`src/vcap_defines.svh`:
```
`ifndef VCAP_DEFINES_SVH
`define VCAP_DEFINES_SVH

`define LINE_WIDTH   640
`define BUFFER_LINES 4
`define SLOT_BITS    2    // ring index of a line slot
`define COL_BITS     10
`define ADDR_WIDTH   12   // slot bits on top of column bits
`define CREDIT_BITS  3    // holds 0 to BUFFER_LINES

`define H_START_480P 44
`define H_END_480P   684
`define H_START_240P 1
`define H_END_240P   641

`define V_END_480P   480
`define V_END_240P   240

`define H_TRIGGER    320  // on source line 0

`endif

```
`src/video_pkg.sv`:
```
package video_pkg;

    // one source pixel
    typedef struct packed {
        logic [7:0] red;
        logic [7:0] green;
        logic [7:0] blue;
    } rgb_t;

    typedef enum logic {
        mode_480p = 1'b0,
        mode_240p = 1'b1   // lines are emitted twice
    } capture_mode_e;

    // free running source position
    typedef struct packed {
        logic [11:0] counter_x;
        logic [11:0] counter_y;
    } src_timing_t;

endpackage

```
`src/linebuf_pkg.sv`:
```
`include "vcap_defines.svh"

package linebuf_pkg;

    import video_pkg::*;

    typedef struct packed {
        logic                   en;
        logic [`ADDR_WIDTH-1:0] addr;   // {slot, column}
        rgb_t                   data;
    } buf_write_t;

    typedef struct packed {
        logic valid;
        logic first;   // column 0 of a line repeat
        logic last;    // final column of a line repeat
        rgb_t data;
    } out_pixel_t;

    typedef enum logic [1:0] {
        rd_idle,
        rd_line,
        rd_drain
    } reader_state_e;

endpackage

```
`src/line_reader.sv`:
```
`timescale 1ns/1ns
`include "vcap_defines.svh"

module line_reader
    import video_pkg::*;
    import linebuf_pkg::*;
(
    input  logic                   clock,
    input  logic                   arst_n,
    input  capture_mode_e          mode,
    input  logic                   line_commit,
    output logic                   rd_en,
    output logic [`ADDR_WIDTH-1:0] rd_addr,
    input  rgb_t                   rd_data,
    output out_pixel_t             out,
    input  logic                   out_ready,
    output logic                   credit_return
);

    reader_state_e           state;
    logic [`CREDIT_BITS-1:0] pending;   // committed slots not yet released
    logic [`SLOT_BITS-1:0]   rd_slot;
    logic [`COL_BITS-1:0]    col;
    logic                    rep;
    logic                    last_col;
    logic                    last_pass;
    logic                    can_issue;
    logic                    pop;
    logic                    drain_done;
    logic                    inflight;
    logic                    inflight_first;
    logic                    inflight_last;
    logic [1:0]              count;
    out_pixel_t              q0;
    out_pixel_t              q1;
    out_pixel_t              incoming;

    assign last_col   = (col == `COL_BITS'(`LINE_WIDTH - 1));
    assign last_pass  = (mode == mode_480p) || rep;
    assign pop        = (count != 2'd0) && out_ready;
    assign can_issue  = ((count + 2'(inflight)) < 2'd2) || pop;   // skid has room
    assign rd_en      = (state == rd_line) && can_issue;
    assign rd_addr    = {rd_slot, col};
    assign drain_done = (state == rd_drain) && (count == 2'd0) && !inflight;
    assign incoming   = '{valid: 1'b1, first: inflight_first, last: inflight_last,
                          data: rd_data};

    always_comb begin
        out       = q0;
        out.valid = (count != 2'd0);
    end

    always_ff @(posedge clock or negedge arst_n) begin
        if (!arst_n) begin
            state         <= rd_idle;
            pending       <= '0;
            rd_slot       <= '0;
            col           <= '0;
            rep           <= 1'b0;
            inflight      <= 1'b0;
            count         <= 2'd0;
            credit_return <= 1'b0;
        end else begin
            pending <= pending + `CREDIT_BITS'(line_commit) - `CREDIT_BITS'(drain_done);
            credit_return <= drain_done;
            inflight      <= rd_en;
            if (inflight && !pop) begin
                count <= count + 2'd1;
            end else if (!inflight && pop) begin
                count <= count - 2'd1;
            end
            case (state)
                rd_idle: begin
                    if (pending != '0) begin
                        state <= rd_line;
                    end
                end
                rd_line: begin
                    if (rd_en && last_col) begin
                        col <= '0;
                        rep <= !last_pass;   // second pass in 240p
                        if (last_pass) begin
                            state <= rd_drain;
                        end
                    end else if (rd_en) begin
                        col <= col + 1'b1;
                    end
                end
                rd_drain: begin
                    if (drain_done) begin
                        state   <= rd_idle;
                        rd_slot <= rd_slot + 1'b1;
                    end
                end
                default: state <= rd_idle;
            endcase
        end
    end

    always_ff @(posedge clock) begin
        inflight_first <= (col == '0);
        inflight_last  <= last_col;
        if (pop && (count == 2'd2)) begin
            q0 <= q1;
            if (inflight) begin
                q1 <= incoming;
            end
        end else if (inflight) begin
            if (pop || (count == 2'd0)) begin
                q0 <= incoming;
            end else begin
                q1 <= incoming;
            end
        end
    end

    out_hold_a: assert property (@(posedge clock) disable iff (!arst_n)
        (out.valid && !out_ready) |=> (out.valid && $stable(out)));

endmodule

```
`config.mk`:
```
export PLATFORM = sky130hd
export DESIGN_NAME = line_reader
export DESIGN_NICKNAME = d
export VERILOG_FILES = /design/src/video_pkg.sv /design/src/linebuf_pkg.sv /design/src/line_reader.sv
export VERILOG_INCLUDE_DIRS = /design/src /design/src/src
export SDC_FILE = /design/constraint.sdc
export NUM_CORES = 1
export LEC_CHECK = 0
export ABC_AREA = 1
export BUFFER_PORTS_ARGS = -buffer_cell sky130_fd_sc_hd__clkbuf_2
export CORE_ASPECT_RATIO = 1.1
export CORE_MARGIN = 3
export CORE_UTILIZATION = 49
export CTS_CLUSTER_SIZE = 10
export DETAILED_ROUTE_END_ITERATION = 6
export HOLD_SLACK_MARGIN = 0.06
export PLACE_DENSITY = 0.76
export REMOVE_ABC_BUFFERS = 1
export SLEW_MARGIN = 30
export SYNTH_ARGS = -nofsm -noshare
export SYNTH_HDL_FRONTEND = slang
export SYNTH_SLANG_ARGS = --single-unit
```
`constraint.sdc`:
```
create_clock -name clock -period 2.3 [get_ports clock]
set_input_delay 0.23 -clock clock [delete_from_list [all_inputs] [get_ports clock]]
set_output_delay 0.23 -clock clock [all_outputs]
set_load 0.005 [all_outputs]
```
==> results.tsv <==
stage	metric	value	unit
status	outcome	completed	
power	Sw Share	0.325	
sta	final hold viol count	0	
power	Peak VDD IR	0.000646	V
routing	routed vias	1963	
final_layout	Area Growth Syn to Fin	19.5	%
synthesis	post-synthesis cell type count	31	
floorplanning	die area	7630	um^2
placement	Setup WS pre-CTS	0.415	ns
synthesis	number of synthesized register bits	76	
sta	summed negative setup slack over all endpoints	0	ns
setup_path	endpoint kind of the worst setup timing path	flip-flop	
global_route	number of antenna violations at the first check in global routing	0	
floorplanning	number of cell rows	30	
sta	number of pins with negative max-slew slack in the final report	0	
sta	Clock Skew	0.00917	ns
min_path	worst hold path type	primary input to flip-flop	
placement	placed cell count	380	
setup_path	data arrival at the endpoint of the critical path	2.12	ns
final_layout	post-route non-filler standard cell count	396	
clock_tree	Clk Latency, worst-skew pair	0.34	ns
sta	time the worst path needs with I/O delays and setup	1.89	ns
power	power per cell area	1230	nW/um^2
routing	total routed wirelength	5510	um
sta	setup repair after global routing missed its margin	no	
routing	number of antenna-violating nets in the routed design	0	
setup_path	nature of the critical path startpoint	flip-flop	
placement	global placement routability congestion	0.902	
global_route	GRT overflow	0	
floorplanning	IO Pins	70	
clock_tree	Root Driver	clkbuf_8	
power	sequential share of power	0.492	
final_layout	Ant. Diodes	0	
floorplanning	Die Y-Extent	91.3	um
placement	detailed-placement wirelength estimate	3870	um
power	overall power	4.75	mW
final_layout	Finished Cell Area	3880	um^2
global_route	first-pass GRT wire length	9380	um
power	logic gate share of total power	0.303	
setup_path	critical path fanouts, max	6	
routing	drt drc	0	
sta	Tightest Pin Transition	0.563	ns
sta	slew margin rel.	0.625	
final_layout	post-layout util	0.615	
sta	minimum setup slack in the final design	0.414	ns
clock_tree	# Post-CTS Setup Buffers	0	
sta	final worst-path cycle share	0.820	
synthesis	post-synthesis instance total	232	
clock_tree	Clk pin slew, worst setup/hold paths	0.08	ns
clock_tree	H-tree levels	3	
global_route	All-Layer GR Usage	0.155	
placement	number of input and output port buffers inserted	69	
synthesis	Mapped Area	3240	um^2
power	static leakage power	1.78	nW
synthesis	Post-Synthesis Mean Instance Area	14.0	um^2
clock_tree	Max Buffers Root-to-Sink	2	
routing	Vias/cell	4.96	
final_layout	post-layout net count	346	
clock_tree	CTS tree	done	
global_route	pin count of the biggest net entering global routing	27	
final_layout	share of final-layout standard cells stronger than drive strength 1	0.402	
sta	Max Clk Rate	530	MHz
setup_path	critical path start-end classification	flip-flop to flip-flop	
power	Power Internal	3.21	mW
floorplanning	width of the chip	83.6	um
clock_tree	sinks on the clock net	76	
placement	placed inst area	3680	um^2
power	Sw Pwr	1.54	mW
power	proportion of power drawn by the clock network	0.205	
setup_path	R2R Setup Slk	0.41	ns
floorplanning	area of the core	6310	um^2
sta	final setup violation count	0	
routing	average wire per cell in the routed design	13.9	um
job	max-cap violation count	0	
floorplanning	initial cell density of the core	0.514	
setup_path	data required time at the worst endpoint	2.53	ns
global_route	vias in the first global route	1992	
routing	DRC marker count from the first detailed-route iteration	75	
routing	number of search-and-repair iterations in the first detailed-routing pass	4	
synthesis	Yosys warning count	0	
sta	Fin Hold WS	0.0813	ns
synthesis	Seq/Total Area, Yosys	0.663	
clock_tree	Num CTS Buffers	9	
worst max-delay path: stages (launching register included):
cell and delay, ns:
dfrtp_1 0.46, nor2_2 0.16, nand3_1 0.21, xnor2_1 0.22
ha_1 0.17, inv_1 0.05, fa_1 0.37, xnor2_1 0.14
synthesized netlist by cell type:
| cell | number | area [um^2] |
|---|---|---|
| edfxtp_1 | 52 | 1560 |
| nand2_1 | 31 | 116 |
| dfrtp_1 | 22 | 551 |
| inv_1 | 21 | 78.8 |
| mux2_4 | 20 | 300 |
| nor2_1 | 17 | 63.8 |
| nand3_1 | 9 | 45.0 |
| mux2_2 | 6 | 67.6 |
| xor2_1 | 6 | 52.6 |
| xnor2_1 | 5 | 43.8 |
| ha_1 | 4 | 50.1 |
| nand4_1 | 4 | 25.0 |
| nor2_2 | 4 | 25.0 |
| o21ai_1 | 4 | 20.0 |
| nor3_1 | 3 | 15.0 |
| o21ai_0 | 3 | 15.0 |
| a21oi_1 | 2 | 10.0 |
| buf_6 | 2 | 22.5 |
| dfxtp_1 | 2 | 40.0 |
| nand2_2 | 2 | 12.5 |
| nand2_4 | 2 | 22.5 |
| nand3_2 | 2 | 20.0 |
| and2_1 | 1 | 6.26 |
| buf_8 | 1 | 15.0 |
| fa_1 | 1 | 20.0 |
| inv_2 | 1 | 3.75 |
| inv_4 | 1 | 6.26 |
| nand3b_1 | 1 | 7.51 |
| nand4_2 | 1 | 12.5 |
| o22ai_1 | 1 | 6.26 |
| o311ai_0 | 1 | 8.76 |
state kept, by name, summed over array words and instances, names as in the netlist:
register        flops
out                26
q1                 26
col                10
pending             3
count               2
rd_slot             2
state               2
credit_return       1
inflight            1
inflight_first      1
inflight_last       1
rep                 1
power groups by stage:
stage                     clock (mW)  combinational (mW)  sequential [mW]
after floorplan                    0               0.889             2.37
after global placement             0                1.42             2.34
after detailed placement           0                1.47             2.37
after CTS                       1.00                1.48             2.34
after global routing            1.06                1.60             2.40
final                          0.975                1.44             2.34
logic make-up after synthesis:
| logic type | after synthesis | synth area share |
|---|---|---|
| and+or+nand+nor | 77 | 0.115 |
| DFF | 76 | 0.663 |
| buffers and inverters | 26 | 0.0390 |
| muxes | 26 | 0.113 |
| AOI/OAI and AO/OA | 11 | 0.0185 |
| xor gates and xnor gates | 11 | 0.0297 |
| adders and majority gates | 5 | 0.0216 |
placed cells by master (no fill, tap or decap), drive strengths merged, types with 2 or more instances in the layout:
master	n
clkinvlp	3
clkinv	2
ha	4
nand2	35
o21ai	7
dfxtp	2
nor2	21
nor3	3
nand3	11
edfxtp	52
nand4	5
xor2	6
mux2	26
buf	2
clkbuf	78
inv	23
dfrtp	22
a21oi	2
xnor2	5
path summary, 6_finish.rpt:
kind                           startpoint             to  cells past startpoint
hold / removal                rd_data[13]         q1[13]                      1
setup reg to reg                 count[0]     pending[2]                      7
max in group asynchronous          arst_n         col[7]                      2
min in group asynchronous          arst_n  credit_return                      2
hold reg to reg            inflight_first         q1[25]                      0
setup / recovery                 count[0]     pending[2]                      7
area by class of cell:
type,instances,area (um^2)
multi-input cells,130,976
inverters,23,88.8
flip-flops and latches,76,2150
clock inverters,6,66.3
clock buffers,9,124
fillers,500,2430
well taps,80,100
repair buffers,72,370
routing by layer:
metal  up-vias  wire, um  global-route usage
met3        11       286              0.0345
met5         -         0                   0
met2        62      2560               0.241
li1        963         -                   -
met1       927      2560               0.205
met4         0        99              0.0804
what timing repair did:
item	CTS	global route
hold endpoints to repair	22	0
endpoints found under the setup margin	0	0
gates resized for setup	0	0
hold buffers	1	0
Power figures use the tool's default switching activity.
