==> src/vcap_defines.svh <==
`ifndef VCAP_DEFINES_SVH
`define VCAP_DEFINES_SVH

`define LINE_WIDTH   640
`define BUFFER_LINES 4
`define SLOT_BITS    2    // ring index of a line slot
`define COL_BITS     10
`define ADDR_WIDTH   12   // slot bits on top of column bits
`define CREDIT_BITS  3    // holds 0 to BUFFER_LINES

`define H_START_480P 44
`define H_END_480P   684
`define H_START_240P 1
`define H_END_240P   641

`define V_END_480P   480
`define V_END_240P   240

`define H_TRIGGER    320  // on source line 0

`endif

==> src/video_pkg.sv <==
package video_pkg;

    // one source pixel
    typedef struct packed {
        logic [7:0] red;
        logic [7:0] green;
        logic [7:0] blue;
    } rgb_t;

    typedef enum logic {
        mode_480p = 1'b0,
        mode_240p = 1'b1   // lines are emitted twice
    } capture_mode_e;

    // free running source position
    typedef struct packed {
        logic [11:0] counter_x;
        logic [11:0] counter_y;
    } src_timing_t;

endpackage

==> src/linebuf_pkg.sv <==
`include "vcap_defines.svh"

package linebuf_pkg;

    import video_pkg::*;

    typedef struct packed {
        logic                   en;
        logic [`ADDR_WIDTH-1:0] addr;   // {slot, column}
        rgb_t                   data;
    } buf_write_t;

    typedef struct packed {
        logic valid;
        logic first;   // column 0 of a line repeat
        logic last;    // final column of a line repeat
        rgb_t data;
    } out_pixel_t;

    typedef enum logic [1:0] {
        rd_idle,
        rd_line,
        rd_drain
    } reader_state_e;

endpackage

==> src/video_capture.sv <==
`timescale 1ns/1ns
`include "vcap_defines.svh"

module video_capture
    import video_pkg::*;
    import linebuf_pkg::*;
(
    input  logic          clock,
    input  logic          arst_n,
    input  rgb_t          pixel,
    input  src_timing_t   timing,
    input  capture_mode_e mode,
    input  logic          credit_return,
    output buf_write_t    wr,
    output logic          line_commit,
    output logic          start_trigger,
    output logic          overrun
);

    logic [11:0]             h_start;
    logic [11:0]             h_end;
    logic [11:0]             v_end;
    logic                    in_window;
    logic                    first_col;
    logic                    last_col;
    logic                    has_credit;
    logic                    keep;
    logic [`CREDIT_BITS-1:0] credits;
    logic [`SLOT_BITS-1:0]   wr_slot;
    logic                    line_active;
    logic                    commit_d;
    logic                    wr_en;
    logic [`ADDR_WIDTH-1:0]  wr_addr;
    rgb_t                    wr_data;

    always_comb begin
        if (mode == mode_240p) begin
            h_start = 12'(`H_START_240P);
            h_end   = 12'(`H_END_240P);
            v_end   = 12'(`V_END_240P);
        end else begin
            h_start = 12'(`H_START_480P);
            h_end   = 12'(`H_END_480P);
            v_end   = 12'(`V_END_480P);
        end
    end

    assign in_window = (timing.counter_y < v_end) && (timing.counter_x >= h_start)
                       && (timing.counter_x < h_end);
    assign first_col  = in_window && (timing.counter_x == h_start);
    assign last_col   = in_window && (timing.counter_x == h_end - 12'd1);
    assign has_credit = (credits != '0);
    assign keep       = first_col ? has_credit : (line_active && in_window);

    always_ff @(posedge clock or negedge arst_n) begin
        if (!arst_n) begin
            credits       <= `CREDIT_BITS'(`BUFFER_LINES);
            wr_slot       <= '0;
            line_active   <= 1'b0;
            wr_en         <= 1'b0;
            commit_d      <= 1'b0;
            line_commit   <= 1'b0;
            start_trigger <= 1'b0;
            overrun       <= 1'b0;
        end else begin
            credits <= credits - `CREDIT_BITS'(first_col && has_credit)
                       + `CREDIT_BITS'(credit_return);
            wr_en       <= keep;
            commit_d    <= keep && last_col;
            line_commit <= commit_d;   // one clock after the last write
            overrun     <= first_col && !has_credit;   // whole line dropped
            start_trigger <= (timing.counter_x == 12'(`H_TRIGGER))
                             && (timing.counter_y == 12'd0);
            if (first_col) begin
                line_active <= has_credit;
            end else if (last_col) begin
                line_active <= 1'b0;
            end
            if (keep && last_col) begin
                wr_slot <= wr_slot + 1'b1;
            end
        end
    end

    always_ff @(posedge clock) begin
        wr_addr <= {wr_slot, `COL_BITS'(timing.counter_x - h_start)};
        wr_data <= pixel;
    end

    assign wr = '{en: wr_en, addr: wr_addr, data: wr_data};

    // reader may only give back credits that were taken
    credit_bound_a: assert property (@(posedge clock) disable iff (!arst_n)
        credits <= `CREDIT_BITS'(`BUFFER_LINES));

    // the slot being written is owned, so a credit is out
    write_owns_slot_a: assert property (@(posedge clock) disable iff (!arst_n)
        wr_en |-> (credits < `CREDIT_BITS'(`BUFFER_LINES)));

endmodule

==> config.mk <==
export PLATFORM = sky130hd
export DESIGN_NAME = video_capture
export DESIGN_NICKNAME = d
export VERILOG_FILES = /design/src/video_pkg.sv /design/src/linebuf_pkg.sv /design/src/video_capture.sv
export VERILOG_INCLUDE_DIRS = /design/src /design/src/src
export SDC_FILE = /design/constraint.sdc
export NUM_CORES = 1
export LEC_CHECK = 0
export ABC_AREA = 1
export BUFFER_PORTS_ARGS = -buffer_cell sky130_fd_sc_hd__buf_2
export CAP_MARGIN = 20
export CORE_MARGIN = 2
export CORE_UTILIZATION = 48
export DETAILED_ROUTE_END_ITERATION = 8
export PLACE_DENSITY = 0.83
export SLEW_MARGIN = 0
export SYNTH_ARGS = -nofsm -noshare
export SYNTH_HDL_FRONTEND = slang
export SYNTH_SLANG_ARGS = --single-unit
==> constraint.sdc <==
create_clock -name clock -period 3.3 [get_ports clock]
set_clock_uncertainty 0.1 [all_clocks]
set_input_delay 0.66 -clock clock [delete_from_list [all_inputs] [get_ports clock]]
set_output_delay 0.66 -clock clock [all_outputs]
set_load 0.1 [all_outputs]
==> results of run 1 <==
-- metal layers --
layer / global-route usage, % / routed length, µm / vias to the layer above / share of wire, %
met5: 0 / 0 / - / 0
met4: 7.98 / 65 / 0 / 1.8
met3: 4.51 / 405 / 6 / 11
met2: 32.1 / 1660 / 85 / 45
met1: 22.7 / 1560 / 674 / 42
li1: - / - / 786 / -
-- path summary, 6_finish.rpt --
| check | startpoint | endpoint | cells past startpoint |
|---|---|---|---|
| worst max-delay path | mode | credits[1]$_DFF_PN0_ | 15 |
| worst min-delay path | arst_n | wr_slot[0]$_DFFE_PN0P_ | 1 |
| worst max register to register | credits[1]$_DFF_PN0_ | credits[1]$_DFF_PN0_ | 10 |
| worst min register to register | commit_d$_DFF_PN0_ | line_commit$_DFF_PN0_ | 0 |
| max in group asynchronous | arst_n | credits[2]$_DFF_PN1_ | 1 |
| min in group clock | commit_d$_DFF_PN0_ | line_commit$_DFF_PN0_ | 0 |
-- cells in the mapped netlist (all sizes together), types with 2 or more instances --
cell type,instances,area [µm²]
dfxtp,36,721
nand4,3,18.8
nor2,22,105
nand2,41,169
nand3,8,45.0
nor3,6,30.0
dfrtp,10,250
ha,8,100
xnor2,4,35.0
nand3b,2,15.0
inv,26,97.6
a21oi,4,20.0
xor2,6,52.6
nor4,5,31.3
-- power groups by stage --
stage	Combinational, mW	Sequential [mW]	Clock (mW)
after global placement	0.441	0.662	0
after detailed placement	0.449	0.664	0
after global routing	0.479	0.658	0.426
after floorplan	0.113	0.904	0
final	0.448	0.649	0.387
after CTS	0.451	0.651	0.400
-- kinds of logic (layout without fill, tap and decap cells) --
group,Yosys count,after routing
buf+inv,27,125
flops,47,47
simple gates,89,89
fa+ha+maj,9,9
compound gates,6,6
xor+xnor,10,10
-- critical path, cell delays in order --
cell and delay [ns]:
buf_2 0.15, ha_1 0.35, nand2_1 0.09, nand2_1 0.07
nor2_2 0.20, nor2_2 0.08, nor2_2 0.15, nand3b_1 0.12
inv_1 0.08, ha_1 0.22, inv_1 0.06, ha_1 0.13
inv_1 0.05, fa_1 0.47, inv_1 0.04
-- cell type report --
class                           instances  area (µm²)  share of cell area [%]
Sequential cell                        47         997                    41.7
Multi-Input combinational cell        114         669                    28.0
Timing Repair Buffer                   91         455                    19.1
Inverter                               26        97.6                    4.08
Clock buffer                            6        93.8                    3.93
Tap cell                               48        60.1                    2.51
Clock inverter                          2        16.3                   0.681
-- registers in the layout (all words and copies together), names as in the netlist --
name	cells
wr_en	1
overrun	1
wr_addr	12
line_active	1
wr_slot	2
line_commit	1
wr	24
commit_d	1
credits	3
start_trigger	1
-- through the flow --
step,cells,setup slack [ns],instance area [µm²]
after floorplan,188,0.486,1770
after detailed placement,326,0.175,2280
after global routing,334,0.333,2390
after global placement,326,0.256,2280
final,334,0.485,2390
after CTS,334,0.492,2390
==> results.md, run 1 <==
- Critical path class: in2reg
- CTS H-Tree Depth: 2
- Avg Vias per Cell: 4.64
- Power per Cell Area: 621 nW/µm²
- CTS resizes: 0
- TritonCTS clock tree: done
- LEAKAGE: 1.27 nW
- Worst skew pair latency: 0.30 ns
- Core Rows: 22
- Mux contribution to synthesized area: 0%
- Die Wd: 64.8 µm
- Synthesized area per cell: 9.42 µm²
- Slew margin rel.: 67.1%
- Layout Area Growth over Synthesis: 34.9%
- # fillers: 304
- Net switching share of the total power: 37.5%
- Max-slew violations: 0
- NetSw: 0.557 mW
- Largest net degree at the start of global routing: 17
- Main synth FF type: dfxtp_1
- Hold_buf cts: 0
- Final Core Density: 66.3%
- CTS root buf: clkbuf_8
- Total die area: 4190 µm²
- Vias: 1551
- Distinct cell type count after synthesis: 26
- Adder-Cell Fraction of Synth Area: 6.78%
- Hold slack final: 0.111 ns
- Minimum clock period: 2.82 ns
- Bufs on Longest Clock Path: 2
- Post-Synthesis Cells: 188
- Yosys reg bits: 47
- CP Launch Type: input pin
- Dpl hpwl: 3070 µm
- Status: finished, final reports clean
- Post-route ant nets: 0
- CP arrival: 2.92 ns
- Fin nets: 346
- EDFF count, synth: 0
- Netlist Area Pre-Place: 1770 µm²
- Total GRT Usage: 18.8%
- Post-synthesis sequential area ratio: 56.3%
- Logic pwr share: 30.2%
- Final Cycle Share: 85.3%
- Placer Congestion: 0.914
- Vias in the first global route: 1463
- Ys async rst share: 23.4%
- Global-route wire length before repair: 6050 µm
- Buffers on Ports: 91
- Initial Util: 49.1%
- TritonCTS Buffers: 5
- Syn Nets: 249
- Final Hold Viols: 0
- Initial antenna violation count: 0
- Final Power: 1.48 mW
- Crit-path max FO: 7
- DRC violations left: 0
- Max-cap check violation count: 0
- Largest family of logic cells by synthesized area: simple AND/OR/NAND/NOR gates
- Commonest non-fill, non-tap cell in the layout: buf_2
- Post-CTS setup buffer count: 0
- TNS Setup: 0 ns
- Die height: 64.8 µm
- Total gr overflow: 0
- IO Pins: 92
- HP Class: in2async
- VDD IR-drop max: 0.403 mV
- Final wirelength: 3690 µm
- Internal power: 0.927 mW
- Req. time, crit path: 3.40 ns
- TritonRoute pass-1 iters: 4
- Drt wl/cell: 11.1 µm
- Clock transition at the registers of the reported paths: 0.09 ns
- Crit path capture type: register
- Core area: 3610 µm²
- CTS sink count: 47
- Xor/xnor cell area share of the yosys netlist: 4.94%
- FF-to-FF setup slack: 1.20 ns
- Layout cells sized above 1: 40.9%
- Compound-Gate Fraction of Synth Area: 1.84%
- Yosys warning count: 0
- Setup-failing EPs final: 0
- Clock power frac: 26.1%
- Drt initial violations: 49
- Tightest Pin Transition: 0.496 ns
- Post-synthesis simple-gate area fraction: 24.2%
- Most frequent cells in the layout: buf_2 (91), dfxtp_1 (36), nand2_1 (35)
- Max Freq: 0.355 GHz
- Share of total power in sequential cells: 43.8%
- RSZ-0062 raised after global routing: false
- # diodes: 0
Power figures use the tool's default switching activity.
==> inputs of run 2 (changes only) <==
--- a/config.mk
+++ b/config.mk
@@ -6,13 +6,13 @@
 export SDC_FILE = /design/constraint.sdc
 export NUM_CORES = 1
 export LEC_CHECK = 0
-export ABC_AREA = 1
+export ABC_AREA = 0
 export BUFFER_PORTS_ARGS = -buffer_cell sky130_fd_sc_hd__buf_2
 export CAP_MARGIN = 20
 export CORE_MARGIN = 2
-export CORE_UTILIZATION = 48
+export CORE_UTILIZATION = 46
 export DETAILED_ROUTE_END_ITERATION = 8
-export PLACE_DENSITY = 0.83
+export PLACE_DENSITY = 0.82
 export SLEW_MARGIN = 0
 export SYNTH_ARGS = -nofsm -noshare
 export SYNTH_HDL_FRONTEND = slang
==> results.md, run 2 <==
- VDD IR-drop max: 0.261 mV (-35%)
- Yosys warning count: 0 (unchanged)
- Placer Congestion: 0.844 (-7.6%)
- Final wirelength: 3410 µm (-7.6%)
- Final Core Density: 67.4% (+1.1 points)
- Total die area: 4040 µm² (-3.7%)
- Layout cells sized above 1: 46.7% (+5.8 points)
- Drt wl/cell: 11.8 µm (+6.4%)
- Core Rows: 21 (-4.5%)
- Most frequent cells in the layout: buf_2 (91), dfxtp_1 (36), inv_1 (12)
- R2R cell count: 9 (-1)
- Largest net degree at the start of global routing: 16 (-1)
- Core area: 3360 µm² (-6.7%)
- Crit-path max FO: 7 (unchanged)
- Main area contributors after synthesis: dfxtp_1 (44%), dfrtp_1 (15%), ha_1 (6.1%), xnor2_1 (4.3%), inv_1 (2.8%)
- Die height: 63.5 µm (-1.9%)
- Reg2reg start: credits[1]$_DFF_PN0_
- HP Class: in2async
- # diodes: 0 (unchanged)
- IO Pins: 92 (unchanged)
- CTS sink count: 47 (unchanged)
- Final Hold Viols: 0 (unchanged)
- Max-cap check violation count: 0 (unchanged)
- Vias in the first global route: 1307 (-11%)
- Max Freq: 0.330 GHz (-7.2%)
- Power per Cell Area: 615 nW/µm² (-0.89%)
- Yosys reg bits: 47 (unchanged)
- Minimum clock period: 3.03 ns (+0.219 ns)
- Placed Area: 2190 µm² (-3.9%)
- EDFF count, synth: 0 (unchanged)
- Initial Util: 48.5% (-0.66 points)
- Largest register FFs: 24 (unchanged)
- CP arrival: 3.22 ns (+0.30 ns)
- Post-synthesis sequential area ratio: 61.2% (+4.9 points)
- Post-Synthesis Cells: 139 (-26%)
- CTS root buf: clkbuf_4
- DRC violations left: 0 (unchanged)
- Final Cycle Share: 91.9% (+6.6 points)
- Initial antenna violation count: 0 (unchanged)
- Die Wd: 63.5 µm (-1.9%)
- Layout Area Growth over Synthesis: 39.1%
- TNS Setup: 0 ns (unchanged)
- Dpl hpwl: 2910 µm (-5.3%)
- CTS H-Tree Depth: 2 (unchanged)
- Main synth FF type: dfxtp_1
- Setup-failing EPs final: 0 (unchanged)
- Bufs on Longest Clock Path: 2 (unchanged)
- CP Launch Type: input pin
- TritonCTS clock tree: done
- Cell taking the most area after synthesis: dfxtp_1
- Synth top area share: 44.2% (+3.5 points)
- Final Power: 1.40 mW (-6.0%)
- Top cells by count, synth: dfxtp_1 (36), inv_1 (12), dfrtp_1 (10)
- Hold slack final: 0.0443 ns (-0.0669 ns)
- Crit path capture type: register
- Hold_buf cts: 0 (unchanged)
- Worst skew pair latency: 0.35 ns (+0.05 ns)
- Count leader, synth: dfxtp_1
- Avg Vias per Cell: 4.73 (+1.9%)
- Commonest non-fill, non-tap cell in the layout: buf_2
- CTS resizes: 0 (unchanged)
- Synthesized area per cell: 11.7 µm² (+24%)
- FF-to-FF setup slack: 1.10 ns (-0.10 ns)
- TritonCTS Buffers: 5 (unchanged)
- Critical path class: in2reg
- Clock transition at the registers of the reported paths: 0.13 ns (+0.04 ns)
- Finished Cell Area: 2270 µm² (-5.1%)
- TritonRoute pass-1 iters: 4 (unchanged)
- RSZ-0062 raised after global routing: false
- Drt initial violations: 48 (-2.0%)
- Distinct cell type count after synthesis: 39 (+50%)
- Netlist Area Pre-Place: 1630 µm² (-8.0%)
- Fin nets: 304 (-12%)
- Slew margin rel.: 66.6% (-0.55 points)
- Post-CTS setup buffer count: 0 (unchanged)
- Reg-to-reg endpoint: credits[2]$_DFF_PN1_
- Total gr overflow: 0 (unchanged)
- Tightest Pin Transition: 0.505 ns (+0.00824 ns)
- Max-slew violations: 0 (unchanged)
- Vias: 1372 (-12%)
- Total GRT Usage: 18.4% (-0.46 points)
- LEAKAGE: 1.13 nW (-11%)
- Buffers on Ports: 91 (unchanged)
- Status: finished, final reports clean
- Ys async rst share: 23.4% (unchanged)
- Post-route ant nets: 0 (unchanged)
- Syn Nets: 200 (-20%)
- Global-route wire length before repair: 5660 µm (-6.4%)
- Req. time, crit path: 3.49 ns (+0.09 ns)
-- run 2: cell types whose count changed in the layout (fill, tap and decap cells not counted), moves of 4 or more --
cell	before	now
inv_1	23	12
xnor2_1	4	8
nor2_1	15	9
buf_4	0	8
nand2_1	35	4
nor2_2	6	1
clkbuf_8	5	0
clkbuf_4	0	5
nand2_2	6	0
-- run 2: where the power goes --
group          internal [mW]  total, mW  switching, mW
combinational          0.108      0.445          0.337
sequential             0.629      0.652         0.0238
clock                  0.129      0.298          0.169
total                  0.866       1.40          0.529
-- run 2: worst max-delay path by stage --
stage / start / endpoint / cells after the start
after CTS: mode / credits[2]$_DFF_PN1_ / 13
final: mode / credits[2]$_DFF_PN1_ / 13
after detailed placement: mode / credits[2]$_DFF_PN1_ / 13
after floorplan: timing[17] / credits[2]$_DFF_PN1_ / 13
after global placement: mode / credits[2]$_DFF_PN1_ / 13
after global routing: mode / credits[2]$_DFF_PN1_ / 13
-- run 2: worst max-delay path, cell delays in order --
cell and delay [ns]:
buf_2 0.15, ha_1 0.33, a211o_1 0.30, a211oi_1 0.31, nand3_1 0.14, nor2_1 0.18
ha_1 0.25, inv_1 0.06, ha_1 0.13, inv_1 0.05, fa_1 0.37, xnor2_1 0.17
xnor2_1 0.14
-- run 2: area by class of cell --
class                           instances  area, µm²
Tap cell                               46       57.6
Sequential cell                        47        997
Inverter                               12       45.0
Timing Repair Buffer                   99        515
Multi-Input combinational cell         78        576
Fill cell                             287       1100
Clock inverter                          2       13.8
Clock buffer                            6       62.6
-- run 2: per-stage QoR --
stage / std cells / setup slack (ns)
floorplan: 139 / 0.0285
global placement: 282 / -0.0157
detailed placement: 282 / -0.133
CTS: 290 / 0.253
global route: 290 / 0.0851
finish: 290 / 0.266
-- run 2: metal layers --
layer / part of all wire, % / global-route usage (%) / wire, µm / vias up
met3: 12 / 6.43 / 393 / 2
met2: 48 / 32.0 / 1620 / 86
met5: 0 / 0 / 0 / -
met4: 0.56 / 6.52 / 19 / 0
li1: - / - / - / 680
met1: 40 / 20.8 / 1370 / 604
-- run 2: logic make-up (layout without fill, tap and decap cells) --
kind of cell | Yosys count | after routing | share of synthesized area [%]
buffers and inverters | 14 | 119 | 3.53
XOR/XNOR | 13 | 13 | 6.98
AO/OA/AOI/OAI | 15 | 15 | 6.75
flip-flops | 47 | 47 | 61.2
AND/OR/NAND/NOR | 41 | 41 | 14.2
adder cells (fa/ha/maj) | 9 | 9 | 7.37
==> inputs of run 3 (changes only) <==
--- a/config.mk
+++ b/config.mk
@@ -12,7 +12,7 @@
 export CORE_MARGIN = 2
 export CORE_UTILIZATION = 46
 export DETAILED_ROUTE_END_ITERATION = 8
-export PLACE_DENSITY = 0.82
+export PLACE_DENSITY_LB_ADDON = 0.15
 export SLEW_MARGIN = 0
 export SYNTH_ARGS = -nofsm -noshare
 export SYNTH_HDL_FRONTEND = slang
==> results.md, run 3 (synthesis results as in run 2) <==
- Status: finished, final reports clean
- Fin nets: 307 (+0.99%)
- Max Freq: 0.327 GHz (-0.78%)
- Setup-failing EPs final: 0 (unchanged)
- Core area: 3360 µm² (unchanged)
- CTS root buf: clkbuf_4
- Bufs on Longest Clock Path: 2 (unchanged)
- Commonest non-fill, non-tap cell in the layout: buf_2
- Vias: 1354 (-1.3%)
- FF-to-FF setup slack: 1.04 ns (-0.06 ns)
- Hold slack final: 0.0496 ns (+0.00534 ns)
- Hold_buf cts: 0 (unchanged)
- Logic pwr share: 30.7% (-1.2 points)
- IO Pins: 92 (unchanged)
- TritonCTS Buffers: 5 (unchanged)
- Most frequent cells in the layout: buf_2 (91), dfxtp_1 (36), inv_1 (12)
- Final Cycle Share: 92.7% (+0.73 points)
- Die Wd: 63.5 µm (unchanged)
- Total die area: 4040 µm² (unchanged)
- Initial antenna violation count: 0 (unchanged)
- Vias in the first global route: 1196 (-8.5%)
- Critical path, cell by cell: buf_2 -> ha_1 -> a211o_1 -> a211oi_1 -> nand3_1 -> nor2_1 -> ha_1 -> inv_1 -> ha_1 -> inv_1 -> fa_1 -> xnor2_1 -> xnor2_1
- LEAKAGE: 1.15 nW (+2.0%)
- Worst skew pair latency: 0.34 ns (about the same)
- Drt initial violations: 27 (-44%)
- Buffers on Ports: 91 (unchanged)
- Reg-to-reg endpoint: credits[2]$_DFF_PN1_
- Final wirelength: 3340 µm (-2.1%)
- HP Class: in2async
- Post-CTS setup buffer count: 0 (unchanged)
- Core Rows: 21 (unchanged)
- Total gr overflow: 0 (unchanged)
- Crit path capture type: register
- Layout Area Growth over Synthesis: 41.7%
- Req. time, crit path: 3.48 ns (about the same)
- Crit-path max FO: 7 (unchanged)
- CTS H-Tree Depth: 2 (unchanged)
- Clock transition at the registers of the reported paths: 0.12 ns (about the same)
- Worst slack, placed: -0.153 ns (-0.0195 ns)
- NetSw: 0.524 mW (-0.96%)
- VDD IR-drop max: 0.322 mV (+23%)
- Final Hold Viols: 0 (unchanged)
- Post-route ant nets: 0 (unchanged)
- CTS sink count: 47 (unchanged)
- Slew margin rel.: 66.8% (+0.17 points)
- Drt wl/cell: 11.4 µm (-3.1%)
- Internal power: 0.947 mW (+9.4%)
- Critical path class: in2reg
- Final WS setup: 0.242 ns (-0.0240 ns)
- Clock power frac: 25.0% (+3.6 points)
- Reg2reg start: credits[1]$_DFF_PN0_
- Layout cells sized above 1: 47.0% (+0.24 points)
- Global-route wire length before repair: 5410 µm (-4.5%)
- CP Launch Type: input pin
- Crit-path slowest cell: fa_1
- Tightest Pin Transition: 0.502 ns (-0.00254 ns)
- TritonCTS clock tree: done
- RSZ-0062 raised after global routing: false
- # diodes: 0 (unchanged)
- Avg Vias per Cell: 4.62 (-2.3%)
- Largest register FFs: 24 (unchanged)
- TritonRoute pass-1 iters: 4 (unchanged)
- Largest net degree at the start of global routing: 15 (-1)
- R2R cell count: 9 (unchanged)
- # fillers: 290 (+1.0%)
- CTS resizes: 0 (unchanged)
- TNS Setup: 0 ns (unchanged)
- CP arrival: 3.24 ns (+0.02 ns)
- Minimum clock period: 3.06 ns (+0.0240 ns)
- Total GRT Usage: 17.7% (-0.72 points)
- Initial Util: 48.5% (unchanged)
- Share of total power in sequential cells: 44.2% (-2.6 points)
- Dpl hpwl: 2800 µm (-3.9%)
- Max incr delay on CP: 0.38 ns (about the same)
- Max-cap check violation count: 0 (unchanged)
- Die height: 63.5 µm (unchanged)
- Placer Congestion: 0.823 (-2.5%)
- Power per Cell Area: 637 nW/µm² (+3.5%)
- Max-slew violations: 0 (unchanged)
- Net switching share of the total power: 35.6% (-2.3 points)
- Final Core Density: 68.7% (+1.3 points)
- Final Power: 1.47 mW (+5.4%)
- DRC violations left: 0 (unchanged)
- Cell repeated most along the worst path: ha_1
[run 3: cell count changes in the layout (fill, tap and decap cells not counted), sizes merged]
cell | previous run | this run
clkinv | 2 | 0
clkbuf | 6 | 7
buf | 99 | 102
bufinv | 0 | 1
[run 3: area by class of cell]
class / count / area, µm² / area share [%]
sequential: 47 / 997 / 43.2
inverter: 12 / 45.0 / 1.95
multi-input combinational: 78 / 576 / 24.9
timing repair buffer: 102 / 538 / 23.3
clock inverter: 1 / 30.0 / 1.30
tap: 46 / 57.6 / 2.49
clock buffer: 7 / 66.3 / 2.87
[run 3: layer usage]
layer | vias up | share of wire, % | GRT usage (%)
li1 | 688 | - | -
met1 | 576 | 41 | 21.3
met2 | 84 | 45 | 28.3
met3 | 6 | 12 | 6.61
met4 | 0 | 1.6 | 7.34
met5 | - | 0 | 0
[run 3: how the worst max path moves through the flow]
stage | startpoint | end | slack (ns) | cells past startpoint
after detailed placement | mode | credits[2]$_DFF_PN1_ | -0.15 | 13
after global routing | mode | credits[2]$_DFF_PN1_ | 0.02 | 13
after CTS | mode | credits[2]$_DFF_PN1_ | 0.22 | 13
final | mode | credits[2]$_DFF_PN1_ | 0.24 | 13
after global placement | mode | credits[2]$_DFF_PN1_ | -0.04 | 13
after floorplan | timing[17] | credits[2]$_DFF_PN1_ | 0.03 | 13
[run 3: power by group through the flow]
stage               Sequential, mW  Clock [mW]  Combinational (mW)
CTS                          0.652       0.385               0.456
floorplan                    0.910           0               0.102
finish                       0.651       0.368               0.452
detailed placement           0.664           0               0.455
global placement             0.662           0               0.447
global route                 0.656       0.417               0.482
[run 3: worst max-delay path: cells and delay by family]
family	cells	cell delay, ns
buffers and inverters	3	0.26
AND/OR/NAND/NOR	2	0.31
adder cells (fa/ha/maj)	4	1.09
XOR/XNOR	2	0.32
AO/OA/AOI/OAI	2	0.61
[run 3: metrics by stage]
stage	cells	cell area, µm²
global placement	285	2210
detailed placement	285	2210
finish	293	2310
CTS	293	2310
global route	293	2310
floorplan	139	1630
